### config.mk
export PLATFORM = sky130hd
export DESIGN_NAME = runner_top
export DESIGN_NICKNAME = d
export VERILOG_FILES = /design/src/logic/runner_pkg.sv /design/src/logic/sprite_box_if.sv /design/src/logic/vga_timing.sv /design/src/logic/dino_motion.sv /design/src/logic/obstacle_scroll.sv /design/src/logic/scene_render.sv /design/src/logic/runner_top.sv
export SDC_FILE = /design/constraint.sdc
export NUM_CORES = 1
export LEC_CHECK = 0
export ABC_AREA = 1
export ABC_CLOCK_PERIOD_IN_PS = 8500
export BUFFER_PORTS_ARGS = -buffer_cell sky130_fd_sc_hd__buf_2
export CAP_MARGIN = 15
export CORE_MARGIN = 4
export CORE_UTILIZATION = 50
export CTS_BUF_LIST = sky130_fd_sc_hd__clkbuf_4
export CTS_CLUSTER_SIZE = 30
export DETAILED_ROUTE_END_ITERATION = 10
export PLACE_DENSITY = 0.66
export SLEW_MARGIN = 20
export SYNTH_ARGS = -nofsm -noshare
export SYNTH_HDL_FRONTEND = slang
export SYNTH_SLANG_ARGS = --single-unit
### constraint.sdc
create_clock -name i_clk -period 8.5 [get_ports i_clk]
set_input_delay 0.85 -clock i_clk [delete_from_list [all_inputs] [get_ports i_clk]]
set_output_delay 0.85 -clock i_clk [all_outputs]
set_load 0.01 [all_outputs]
### src/logic/runner_pkg.sv
// shared types for the runner game: coordinates, velocity, colour
// sprite sizes, jump physics and the scene palette
package runner_pkg;

    typedef logic        [11:0] coord_t;  // screen column, line or box edge
    typedef logic signed [11:0] vel_t;    // pixels per frame, negative is upward
    typedef logic        [11:0] rgb_t;    // 4 bits each of red, green, blue

    // dinosaur geometry, all measured from the sprite centre
    localparam coord_t DINO_X      = 12'd12;  // fixed horizontal centre
    localparam coord_t DINO_HALF_W = 12'd3;
    localparam coord_t DINO_HALF_H = 12'd5;   // standing
    localparam coord_t DUCK_HALF_H = 12'd3;   // crouching

    // jump physics
    localparam coord_t JUMP_STRENGTH = 12'd6;  // launch speed, upward
    localparam coord_t GRAVITY       = 12'd1;  // added to velocity every frame

    // cactus geometry
    localparam coord_t CACTUS_HALF_W = 12'd2;
    localparam coord_t CACTUS_HALF_H = 12'd4;

    // palette, 12'hRGB
    localparam rgb_t SKY_RGB    = 12'h6cf;  // pale blue
    localparam rgb_t FLOOR_RGB  = 12'h863;  // brown ground
    localparam rgb_t DINO_RGB   = 12'h373;  // dark green
    localparam rgb_t CACTUS_RGB = 12'h0a0;  // bright green
    localparam rgb_t HIT_RGB    = 12'hf00;  // red where the sprites touch

endpackage

### src/logic/sprite_box_if.sv
// bounding box of one sprite, passed from a motion block to the renderer
interface sprite_box_if;

    runner_pkg::coord_t x1;  // left edge, inclusive
    runner_pkg::coord_t x2;  // right edge, inclusive
    runner_pkg::coord_t y1;  // top edge, inclusive
    runner_pkg::coord_t y2;  // bottom edge, inclusive

    // motion side drives the edges
    modport src (
        output x1, x2, y1, y2
    );

    // renderer side only looks at them
    modport dst (
        input x1, x2, y1, y2
    );

endinterface

### src/logic/vga_timing.sv
// vga raster counters with sync and data-enable decode
// plus a one-cycle strobe at the start of vertical blanking
module vga_timing #(
    parameter runner_pkg::coord_t H_ACTIVE = 12'd640,
    parameter runner_pkg::coord_t H_FRONT  = 12'd16,
    parameter runner_pkg::coord_t H_SYNC   = 12'd96,
    parameter runner_pkg::coord_t H_BACK   = 12'd48,
    parameter runner_pkg::coord_t V_ACTIVE = 12'd480,
    parameter runner_pkg::coord_t V_FRONT  = 12'd10,
    parameter runner_pkg::coord_t V_SYNC   = 12'd2,
    parameter runner_pkg::coord_t V_BACK   = 12'd33
) (
    input  logic               i_clk,
    input  logic               i_rst,
    output runner_pkg::coord_t o_h,         // current column
    output runner_pkg::coord_t o_v,         // current line
    output logic               o_hsync,     // active low
    output logic               o_vsync,     // active low
    output logic               o_de,        // inside the visible area
    output logic               o_frame_stb  // first cycle of vertical blanking
);

    // full line and frame lengths
    localparam runner_pkg::coord_t H_TOTAL = H_ACTIVE + H_FRONT + H_SYNC + H_BACK;
    localparam runner_pkg::coord_t V_TOTAL = V_ACTIVE + V_FRONT + V_SYNC + V_BACK;
    // sync pulse windows, start inclusive and end exclusive
    localparam runner_pkg::coord_t HS_START = H_ACTIVE + H_FRONT;
    localparam runner_pkg::coord_t HS_END   = HS_START + H_SYNC;
    localparam runner_pkg::coord_t VS_START = V_ACTIVE + V_FRONT;
    localparam runner_pkg::coord_t VS_END   = VS_START + V_SYNC;

    runner_pkg::coord_t h;
    runner_pkg::coord_t v;

    always_ff @(posedge i_clk) begin
        if (i_rst) begin
            h <= '0;
            v <= '0;
        end else if (h == H_TOTAL - 1'b1) begin  // end of line
            h <= '0;
            if (v == V_TOTAL - 1'b1)               // end of frame
                v <= '0;
            else
                v <= v + 1'b1;
        end else begin
            h <= h + 1'b1;
        end
    end

    assign o_h = h;
    assign o_v = v;

    // decode straight from the counters, the renderer registers these
    assign o_hsync = ~((h >= HS_START) && (h < HS_END));
    assign o_vsync = ~((v >= VS_START) && (v < VS_END));
    assign o_de    = (h < H_ACTIVE) && (v < V_ACTIVE);

    // sprites may move from here on without tearing the picture
    assign o_frame_stb = (h == '0) && (v == V_ACTIVE);

endmodule

### src/logic/dino_motion.sv
// dinosaur vertical motion: jump under gravity, landing clamp and crouch
// drives the dinosaur bounding box once per frame
module dino_motion #(
    parameter runner_pkg::coord_t FLOOR_Y = 12'd400
) (
    input  logic         i_clk,
    input  logic         i_rst,
    input  logic         i_frame_stb,  // one pulse per frame in vertical blanking
    input  logic         i_run,        // game running
    input  logic         i_game_over,  // freezes everything once set
    input  logic         i_jump,       // jump button, sampled at the strobe
    input  logic         i_duck,       // duck button, sampled at the strobe
    sprite_box_if.src    box
);

    runner_pkg::coord_t y;        // centre line of the sprite
    runner_pkg::vel_t   vel;      // current vertical speed
    logic               jumping;  // airborne
    runner_pkg::coord_t half_h;   // current half-height

    logic               step;     // advance the motion this cycle
    runner_pkg::vel_t   y_fall;   // centre after one step of flight, may go above line 0
    runner_pkg::vel_t   bot_fall; // bottom edge after that step
    runner_pkg::coord_t ground_h; // half-height picked on the ground

    assign step = i_frame_stb && i_run && !i_game_over;

    // flight maths done signed so a high jump off the top is not seen as landed
    assign y_fall   = runner_pkg::vel_t'(y) + vel;
    assign bot_fall = y_fall + runner_pkg::vel_t'(half_h);

    assign ground_h = i_duck ? runner_pkg::DUCK_HALF_H : runner_pkg::DINO_HALF_H;

    always_ff @(posedge i_clk) begin
        if (i_rst) begin
            y       <= FLOOR_Y - 1'b1 - runner_pkg::DINO_HALF_H;  // standing on the floor
            vel     <= '0;
            jumping <= 1'b0;
            half_h  <= runner_pkg::DINO_HALF_H;
        end else if (step) begin
            if (jumping) begin
                if (bot_fall >= runner_pkg::vel_t'(FLOOR_Y)) begin
                    // touched down, snap the bottom onto the floor line
                    y       <= FLOOR_Y - 1'b1 - half_h;
                    vel     <= '0;
                    jumping <= 1'b0;
                end else begin
                    y   <= runner_pkg::coord_t'(y_fall);               // old speed moves us
                    vel <= vel + runner_pkg::vel_t'(runner_pkg::GRAVITY); // then gravity acts
                end
            end else if (i_jump) begin
                jumping <= 1'b1;                                       // take off
                vel     <= -runner_pkg::vel_t'(runner_pkg::JUMP_STRENGTH);
                y       <= y - runner_pkg::JUMP_STRENGTH;
                half_h  <= runner_pkg::DINO_HALF_H;                    // always jump upright
            end else begin
                // on the ground, crouch or stand with the feet kept in place
                half_h <= ground_h;
                y      <= FLOOR_Y - 1'b1 - ground_h;
            end
        end
    end

    // horizontal position never changes
    assign box.x1 = runner_pkg::DINO_X - runner_pkg::DINO_HALF_W;
    assign box.x2 = runner_pkg::DINO_X + runner_pkg::DINO_HALF_W;
    assign box.y1 = y - half_h;  // top
    assign box.y2 = y + half_h;  // bottom

endmodule

### src/logic/obstacle_scroll.sv
// cactus obstacle scrolling right to left, wrapping back to the right edge
module obstacle_scroll #(
    parameter runner_pkg::coord_t H_ACTIVE     = 12'd640,
    parameter runner_pkg::coord_t FLOOR_Y      = 12'd400,
    parameter runner_pkg::coord_t CACTUS_SPEED = 12'd4
) (
    input  logic         i_clk,
    input  logic         i_rst,
    input  logic         i_frame_stb,  // one pulse per frame
    input  logic         i_run,
    input  logic         i_game_over,
    sprite_box_if.src    box
);

    // centre that puts the right edge on the last visible column
    localparam runner_pkg::coord_t START_X = H_ACTIVE - 1'b1 - runner_pkg::CACTUS_HALF_W;

    runner_pkg::coord_t cx;    // horizontal centre
    logic               step;  // advance this cycle
    logic               wrap;  // next step would push the left edge past column 0

    assign step = i_frame_stb && i_run && !i_game_over;
    // compare before subtracting so the unsigned centre never underflows
    assign wrap = cx < (runner_pkg::CACTUS_HALF_W + CACTUS_SPEED);

    always_ff @(posedge i_clk) begin
        if (i_rst) begin
            cx <= START_X;
        end else if (step) begin
            if (wrap)
                cx <= START_X;  // reappear at the right
            else
                cx <= cx - CACTUS_SPEED;
        end
    end

    assign box.x1 = cx - runner_pkg::CACTUS_HALF_W;
    assign box.x2 = cx + runner_pkg::CACTUS_HALF_W;
    // standing on the floor, 2*half+1 lines tall
    assign box.y1 = FLOOR_Y - 1'b1 - (runner_pkg::CACTUS_HALF_H << 1);
    assign box.y2 = FLOOR_Y - 1'b1;

endmodule

### src/logic/scene_render.sv
// per-pixel scene colour with registered sync and data-enable
// and the sticky game-over flag on the first sprite overlap
module scene_render #(
    parameter runner_pkg::coord_t FLOOR_Y = 12'd400
) (
    input  logic               i_clk,
    input  logic               i_rst,
    input  runner_pkg::coord_t i_h,      // column from the counters
    input  runner_pkg::coord_t i_v,      // line from the counters
    input  logic               i_hsync,
    input  logic               i_vsync,
    input  logic               i_de,
    sprite_box_if.dst          dino,
    sprite_box_if.dst          cactus,
    output logic               o_hsync,
    output logic               o_vsync,
    output logic               o_de,
    output logic               o_game_over,
    output runner_pkg::rgb_t   o_rgb
);

    logic             in_dino;    // pixel inside the dinosaur box
    logic             in_cactus;  // pixel inside the cactus box
    logic             hit;        // visible pixel where both overlap
    runner_pkg::rgb_t colour;     // colour of the current pixel

    assign in_dino   = (i_h >= dino.x1) && (i_h <= dino.x2) &&
                       (i_v >= dino.y1) && (i_v <= dino.y2);
    assign in_cactus = (i_h >= cactus.x1) && (i_h <= cactus.x2) &&
                       (i_v >= cactus.y1) && (i_v <= cactus.y2);
    assign hit       = i_de && in_dino && in_cactus;

    // priority: blank, overlap, dinosaur, cactus, floor, sky
    always_comb begin
        if (!i_de)
            colour = '0;
        else if (in_dino && in_cactus)
            colour = runner_pkg::HIT_RGB;
        else if (in_dino)
            colour = runner_pkg::DINO_RGB;
        else if (in_cactus)
            colour = runner_pkg::CACTUS_RGB;
        else if (i_v >= FLOOR_Y)
            colour = runner_pkg::FLOOR_RGB;
        else
            colour = runner_pkg::SKY_RGB;
    end

    // control outputs and the latch
    always_ff @(posedge i_clk) begin
        if (i_rst) begin
            o_hsync     <= 1'b1;  // sync idle high
            o_vsync     <= 1'b1;
            o_de        <= 1'b0;
            o_game_over <= 1'b0;
        end else begin
            o_hsync <= i_hsync;
            o_vsync <= i_vsync;
            o_de    <= i_de;
            if (hit)
                o_game_over <= 1'b1;  // sticky until reset
        end
    end

    // pixel data, lines up with the sync outputs above
    always_ff @(posedge i_clk) begin
        o_rgb <= colour;
    end

endmodule

### src/logic/runner_top.sv
// runner game top level: raster timing, sprite motion and scene rendering
module runner_top #(
    parameter runner_pkg::coord_t H_ACTIVE     = 12'd640,
    parameter runner_pkg::coord_t H_FRONT      = 12'd16,
    parameter runner_pkg::coord_t H_SYNC       = 12'd96,
    parameter runner_pkg::coord_t H_BACK       = 12'd48,
    parameter runner_pkg::coord_t V_ACTIVE     = 12'd480,
    parameter runner_pkg::coord_t V_FRONT      = 12'd10,
    parameter runner_pkg::coord_t V_SYNC       = 12'd2,
    parameter runner_pkg::coord_t V_BACK       = 12'd33,
    parameter runner_pkg::coord_t FLOOR_Y      = 12'd400,  // top line of the floor
    parameter runner_pkg::coord_t CACTUS_SPEED = 12'd4     // pixels per frame
) (
    input  logic             i_clk,        // pixel clock
    input  logic             i_rst,
    input  logic             i_run,        // low pauses the game
    input  logic             i_jump,
    input  logic             i_duck,
    output logic             o_hsync,
    output logic             o_vsync,
    output logic             o_de,
    output logic             o_game_over,
    output runner_pkg::rgb_t o_rgb
);

    runner_pkg::coord_t h;          // raster column
    runner_pkg::coord_t v;          // raster line
    logic               hsync;      // decoded straight from the counters
    logic               vsync;
    logic               de;
    logic               frame_stb;

    sprite_box_if dino_box ();
    sprite_box_if cactus_box ();

    vga_timing #(
        .H_ACTIVE (H_ACTIVE), .H_FRONT (H_FRONT), .H_SYNC (H_SYNC), .H_BACK (H_BACK),
        .V_ACTIVE (V_ACTIVE), .V_FRONT (V_FRONT), .V_SYNC (V_SYNC), .V_BACK (V_BACK)
    ) timing_i (
        .i_clk       (i_clk),
        .i_rst       (i_rst),
        .o_h         (h),
        .o_v         (v),
        .o_hsync     (hsync),
        .o_vsync     (vsync),
        .o_de        (de),
        .o_frame_stb (frame_stb)
    );

    dino_motion #(
        .FLOOR_Y (FLOOR_Y)
    ) dino_i (
        .i_clk       (i_clk),
        .i_rst       (i_rst),
        .i_frame_stb (frame_stb),
        .i_run       (i_run),
        .i_game_over (o_game_over),  // freeze after a collision
        .i_jump      (i_jump),
        .i_duck      (i_duck),
        .box         (dino_box)
    );

    obstacle_scroll #(
        .H_ACTIVE     (H_ACTIVE),
        .FLOOR_Y      (FLOOR_Y),
        .CACTUS_SPEED (CACTUS_SPEED)
    ) cactus_i (
        .i_clk       (i_clk),
        .i_rst       (i_rst),
        .i_frame_stb (frame_stb),
        .i_run       (i_run),
        .i_game_over (o_game_over),
        .box         (cactus_box)
    );

    scene_render #(
        .FLOOR_Y (FLOOR_Y)
    ) render_i (
        .i_clk       (i_clk),
        .i_rst       (i_rst),
        .i_h         (h),
        .i_v         (v),
        .i_hsync     (hsync),
        .i_vsync     (vsync),
        .i_de        (de),
        .dino        (dino_box),
        .cactus      (cactus_box),
        .o_hsync     (o_hsync),
        .o_vsync     (o_vsync),
        .o_de        (o_de),
        .o_game_over (o_game_over),
        .o_rgb       (o_rgb)
    );

endmodule

Word level (Yosys, flattened, before mapping)
Cells that the tools add are included.
{"block": "totals", "out_inout_bits": 16, "inputBits": 5, "register_bits": 89}
{"block": "op_classes", "eq_ne": 3, "muxes": 17, "order_cmp": 17, "bitwise_logic": 4, "addsub": 13, "reduce_logical": 24}
{"operator": "12-bit 2-to-1 mux", "count": 13}
{"operator": "12-bit adder", "count": 3}
{"operator": "12-bit by 9-bit greater-or-equal comparator with 1-bit output, second input constant", "count": 3}
{"operator": "12-bit by 1-bit adder with 12-bit output, second input constant", "count": 2}
{"operator": "12-bit by 2-bit adder with 12-bit output, second input constant", "count": 2}
{"operator": "12-bit by 10-bit == test with 1-bit output, second input constant", "count": 2}
{"operator": "12-bit by 10-bit greater-or-equal comparator with 1-bit output, second input constant", "count": 2}
{"operator": "12-bit greater-or-equal comparator", "count": 2}
{"operator": "12-bit <= comparator", "count": 2}
{"operator": "12-bit by 10-bit < comparator with 1-bit output, second input constant", "count": 2}
{"operator": "12-bit by 9-bit < comparator with 1-bit output, second input constant", "count": 2}
{"operator": "12-bit by 3-bit subtractor with 12-bit output, second input constant", "count": 2}
{"operator": "9-bit by 12-bit subtractor with 12-bit output, first input constant", "count": 2}
{"operator": "1-bit logical AND", "count": 15}
{"operator": "12-bit by 9-bit == test with 1-bit output, second input constant", "count": 1}
{"operator": "12-bit by 4-bit greater-or-equal comparator with 1-bit output, second input constant", "count": 1}
{"operator": "12-bit by 4-bit <= comparator with 1-bit output, second input constant", "count": 1}
{"operator": "12-bit by 9-bit <= comparator with 1-bit output, second input constant", "count": 1}
{"operator": "12-bit logical NOT", "count": 1}
{"operator": "12-bit by 3-bit < comparator with 1-bit output, second input constant", "count": 1}
{"operator": "12-bit subtractor", "count": 1}
{"operator": "12-bit by 2-bit subtractor with 12-bit output, second input constant", "count": 1}
{"operator": "1-bit NOT", "count": 4}
{"operator": "2-bit AND reduction", "count": 2}
{"operator": "7 further kinds", "count": 10}

Logic depth before layout (Yosys ltp)
{"block": "logic_depth", "depth_word": 8, "mapped_depth": 23, "mapped_depth_nobuf": 23}

By module
From an unflattened synthesis, not the netlist that was laid out.
{"block": "unflattened", "cells_unflattened": 1326, "area_unflattened_um2": 8608.3}
{"module": "scene_render", "cells_per_inst": 494, "area_each_um2": 3158.0, "seq_area_each_um2": 260.2, "n_inst": 1}
{"module": "dino_motion", "cells_per_inst": 482, "area_each_um2": 3091.7, "seq_area_each_um2": 540.5, "n_inst": 1}
{"module": "vga_timing", "cells_per_inst": 217, "area_each_um2": 1448.9, "seq_area_each_um2": 480.5, "n_inst": 1}
{"module": "obstacle_scroll", "cells_per_inst": 133, "area_each_um2": 909.6, "seq_area_each_um2": 220.2, "n_inst": 1}

Least setup slack after synthesis
Ideal clock, no wire load.
{"block": "synth_path", "kind": "reg-to-reg", "start": "register dino_i.half_h[1]", "end": "register render_i.o_rgb[5]", "stages_incl_launch_ff": 20, "arrival_time_ps": 3048, "path_buffers": 0, "slack_ps": 5377, "setup_time_ps": 75, "cell_sequence": "dfxtp_1 inv_1 ha_1 o31ai_1 nand3_1 nor2_1 nand2_1 nor2_1 nand3_1 xor2_1 ha_1 nand2_1 inv_1 nand3_1 nor3_1 o2bb2ai_1 nand3_1 nor2_1 inv_1 o22ai_1"}
{"block": "synth_between", "elab_chain_len": 6}
{"item": "from (decl)", "line_no": "dino_motion.sv:19", "rtl": "runner_pkg::coord_t half_h;"}
{"item": "from (signal assigned)", "line_no": "dino_motion.sv:39", "rtl": "half_h <= runner_pkg::DINO_HALF_H;"}
{"item": "from (signal assigned)", "line_no": "dino_motion.sv:55", "rtl": "half_h <= runner_pkg::DINO_HALF_H;"}
{"item": "from (signal assigned)", "line_no": "dino_motion.sv:58", "rtl": "half_h <= ground_h;"}
{"item": "12-bit subtractor", "line_no": "dino_motion.sv:67", "rtl": "assign box.y1 = y - half_h;"}
{"item": "12-bit greater-or-equal comparator", "line_no": "scene_render.sv:28", "rtl": "(i_v >= dino.y1) && (i_v <= dino.y2);"}
{"item": "1-bit logical AND", "line_no": "scene_render.sv:27", "rtl": "assign in_dino = (i_h >= dino.x1) && (i_h <= dino.x2) &&"}
{"item": "1-bit logical AND (*)", "line_no": "scene_render.sv:28"}
{"item": "1-bit logical AND", "line_no": "scene_render.sv:37", "rtl": "else if (in_dino && in_cactus)"}
{"item": "2-bit OR reduction (no source line)"}
{"item": "to (signal assigned)", "line_no": "scene_render.sv:67", "rtl": "o_rgb <= colour;"}
{"item": "to (decl)", "line_no": "scene_render.sv:19", "rtl": "output runner_pkg::rgb_t o_rgb"}
Every way passes the cells marked *; elsewhere a longest branch is shown, timed or not.
A chain may end at the register's enable or synchronous reset.

Worst setup path in the final report
{"block": "layout_path", "start": "register dino_i.half_h[1]", "end": "register render_i.o_game_over"}
{"block": "layout_between", "elab_chain_len": 6}
{"item": "12-bit subtractor", "line_no": "dino_motion.sv:67"}
{"item": "12-bit greater-or-equal comparator", "line_no": "scene_render.sv:28"}
{"item": "1-bit logical AND", "line_no": "scene_render.sv:27"}
{"item": "1-bit logical AND (*)", "line_no": "scene_render.sv:28"}
{"item": "1-bit logical AND (*) (2 in series)", "line_no": "scene_render.sv:31", "rtl": "assign hit = i_de && in_dino && in_cactus;"}
{"item": "to (signal assigned)", "line_no": "scene_render.sv:55", "rtl": "o_game_over <= 1'b0;"}
{"item": "to (signal assigned)", "line_no": "scene_render.sv:61", "rtl": "o_game_over <= 1'b1;"}
{"item": "to (decl)", "line_no": "scene_render.sv:18", "rtl": "output logic o_game_over,"}
Marked as above.

==> flow_summary.yaml <==
clock_tree:
  post_cts_resized: 0
  clk_path_buf_depth: 2
  cts_buffers: 9
  cts-root-buf: "clkbuf_4"
  cts_sinks: 75
  post_cts_buffers: 0
  clk_pin_slew_ns: 0.13
  cts_tree: "done"
  htree_levels: 3
  clk_latency_ns: 0.47
  hold_buffers: 0
sta:
  max_freq_ghz: 0.278
  final-setup-viol-count: 0
  fin_crit_sh_pct: 42.2
  relSlewSlack_pct: 46.7
  slew_viol_final: 0
  hold_viol: 0
  fin_setup_tns_ns: 0
  worst_pin_slew_ns: 0.798
  post-route-min-period_ns: 3.59
  skew_ns: 0.0146
  rsz0062_at_grt: "false"
worst_setup_path:
  path_max_fanout: 6
  reg2reg_slack_ns: 4.91
  cp-end-kind: "flop"
  r2r-end: "render_i.o_game_over"
  ff2ff_path_depth: 19
  worstSetupPathType: "flop to flop"
  worstReg2RegStart: "dino_i.half_h[1]"
  cp.required_ns: 8.89
  startpoint_type: "flop"
  arrival_ns: 3.98
grt:
  grt.total_usage_pct: 21.3
  grt_max_degree: 25
  gr-total-overflow: 0
  grt_pass1_vias: 5187
  grt_pass1_wl_um: 24800
  antenna_found_initial: 1
hold_path:
  hold_depth: 2
  hold_path_end: "render_i.o_game_over"
  hp-start: "render_i.o_game_over"
  hp-class: "flop to flop"
outcome:
  status: "complete, no violations"
floorplanning:
  dieWidth_um: 119
  fp-row-count: 40
  core_area_sq_um: 12100
  start_util_pct: 51.4
  die_h_um: 119
  io_pins: 21
  die_area_sq_um: 14200
detailed_routing:
  vias: 5868
  drtIter0Drc: 477
  post_drt_via_cell_ratio: 5.29
  first_pass_iters: 5
  drt_wl_total_um: 15000
  ant_nets: 0
  wl_per_cell_um: 13.5
  drc: 0
logic_synthesis:
  synth_top_area_share_pct: 24.2
  syn_area_sq_um: 6190
  async_flop_share_pct: 0
  synthesis.nets: 1004
  yosys-top-cells-area: "dfxtp_1 24%, ha_1 14%, nand2_1 11%, inv_1 8.2%, nor2_1 6.0%"
  synth-edff-count: 0
  yosys.area.top_type: "dfxtp_1"
  ys.flop_type: "dfxtp_1"
  synth_cell_type_count: 46
  ys_ff_latch: 75
  avgSynthCellArea_sq_um: 6.70
  yosysSeqAreaShare_pct: 24.2
  yosys_warnings: 0
  syn-instance-count: 925
power:
  p_per_area_nw_per_um2: 98.0
  ir_worst_vdd_uv: 67.2
  power.leakage_uw: 0.00319
cells_and_area:
  nets: 1015
  areaGrowthSynthToFinish_pct: 6.22
  fin_cells: 1110
  layout-drive-gt1-share_pct: 7.97
placed_design:
  io_buffers: 20
  place_inst: 1093
  dp_hpwl_um: 11700
  gp_congestion: 0.883
job:
  cap_violations: 0
==> registers in the layout, summed over array words and instances, names as in the netlist <==
| signal | flops |
|---|---|
| dino_i.jumping | 1 |
| render_i.o_vsync | 1 |
| dino_i.y | 12 |
| timing_i.o_v | 12 |
| timing_i.o_h | 12 |
| dino_i.half_h | 2 |
| render_i.o_rgb | 9 |
| cactus_i.cx | 11 |
| dino_i.vel | 12 |
| render_i.o_hsync | 1 |
| render_i.o_game_over | 1 |
| render_i.o_de | 1 |
==> kinds of logic (layout without fill, tap and decap cells) <==
kind of cell,count (synthesis),in the layout,synth area share [%]
flip-flops,75,75,24.2
AO/OA/AOI/OAI,153,153,13.9
other,0,1,0
buffers and inverters,163,179,10.2
adder cells (fa/ha/maj),74,74,15.3
AND/OR/NAND/NOR,416,416,30.2
XOR/XNOR,44,44,6.22
==> layout make-up <==
type,count,area (sq um)
antenna,1,2.50
clock buffer,10,75.1
clock inverter,6,88.8
fill,1216,5480
inverter,142,533
multi-input combinational,687,4060
sequential,75,1500
tap,168,210
timing repair buffer,21,108
==> through the flow <==
step                hold slack (ns)  power (uW)  util, %  setup WS [ns]  area (sq um)
finish                        0.487         645     54.6           4.91          6580
global route                  0.499         670     54.6           4.49          6580
CTS                           0.479         653     54.5           4.90          6580
detailed placement            0.459         387     53.2           4.96          6410
global placement              0.457         387     53.2           5.06          6410
floorplan                     0.421         380        -           5.38          6190
==> worst max-delay path, cell delays in order, from the launching register on <==
cell and delay, ns:
dfxtp_1 0.51, inv_1 0.11, ha_1 0.32, o31ai_1 0.38
nand3_1 0.18, nor2_1 0.12, nand2_1 0.08, nor2_1 0.17
nand3_1 0.10, xor2_1 0.16, ha_1 0.30, nand2_1 0.07
inv_1 0.05, nand3_1 0.06, nor3_1 0.18, o2bb2ai_1 0.15
nand3_1 0.14, nor2_1 0.19, nand2_1 0.12, a21oi_1 0.13
==> power by group <==
group	leakage, uW	switching (uW)	internal [uW]	total [uW]
Clock	0.0000846	142	123	265
Sequential	0.000606	2.71	353	356
Combinational	0.00250	16.9	6.58	23.5
Total	0.00319	162	483	645
==> worst max path at each step <==
stage                           startpoint              endpoint  cells past startpoint
final                     dino_i.half_h[1]  render_i.o_game_over                     19
after global routing      dino_i.half_h[1]  render_i.o_game_over                     19
after CTS                 dino_i.half_h[1]  render_i.o_game_over                     19
after detailed placement  dino_i.half_h[1]  render_i.o_game_over                     19
after global placement    dino_i.half_h[1]  render_i.o_game_over                     19
after floorplan           dino_i.half_h[1]     render_i.o_rgb[5]                     19
==> layout by cell type, fill, tap and decap left out, types with 7 or more instances in the layout <==
cell | netlist | final
nand2_1 | 176 | 176
inv_1 | 135 | 135
nor2_1 | 99 | 99
dfxtp_1 | 75 | 75
a21oi_1 | 72 | 72
ha_1 | 71 | 71
nand3_1 | 63 | 63
o21ai_0 | 46 | 46
xor2_1 | 37 | 37
nand4_1 | 23 | 23
buf_2 | 1 | 20
nor3_1 | 16 | 16
nand2_2 | 10 | 10
clkbuf_4 | 0 | 10
xnor2_1 | 7 | 7
inv_2 | 7 | 7
==> synth_stat cells, drive strengths merged (2+ instances only) <==
master and number:
inv 142, or2 6, nor4 7, nand3b 2
nor3b 3, xor2 37, nand4 23, fa 3
nor2 103, o31ai 2, dfxtp 75, o211ai 6
o41ai 2, a221oi 2, buf 6, clkbuf 15
o21ai 46, nand2 188, xnor2 7, o21a 3
o22ai 5, nor3 17, ha 71, a21oi 74
a31oi 4, a211oi 4, nand3 66
==> metal layers <==
layer / share of wire (%) / GRT usage [%] / up-vias / routed length (um)
met4: 1.9 / 8.23 / 0 / 280
met1: 49 / 30.5 / 2612 / 7400
li1: - / - / 3078 / -
met5: 0 / 0 / - / 0
met3: 6.0 / 3.04 / 20 / 904
met2: 43 / 32.4 / 158 / 6450
Power figures use the tool's default switching activity.
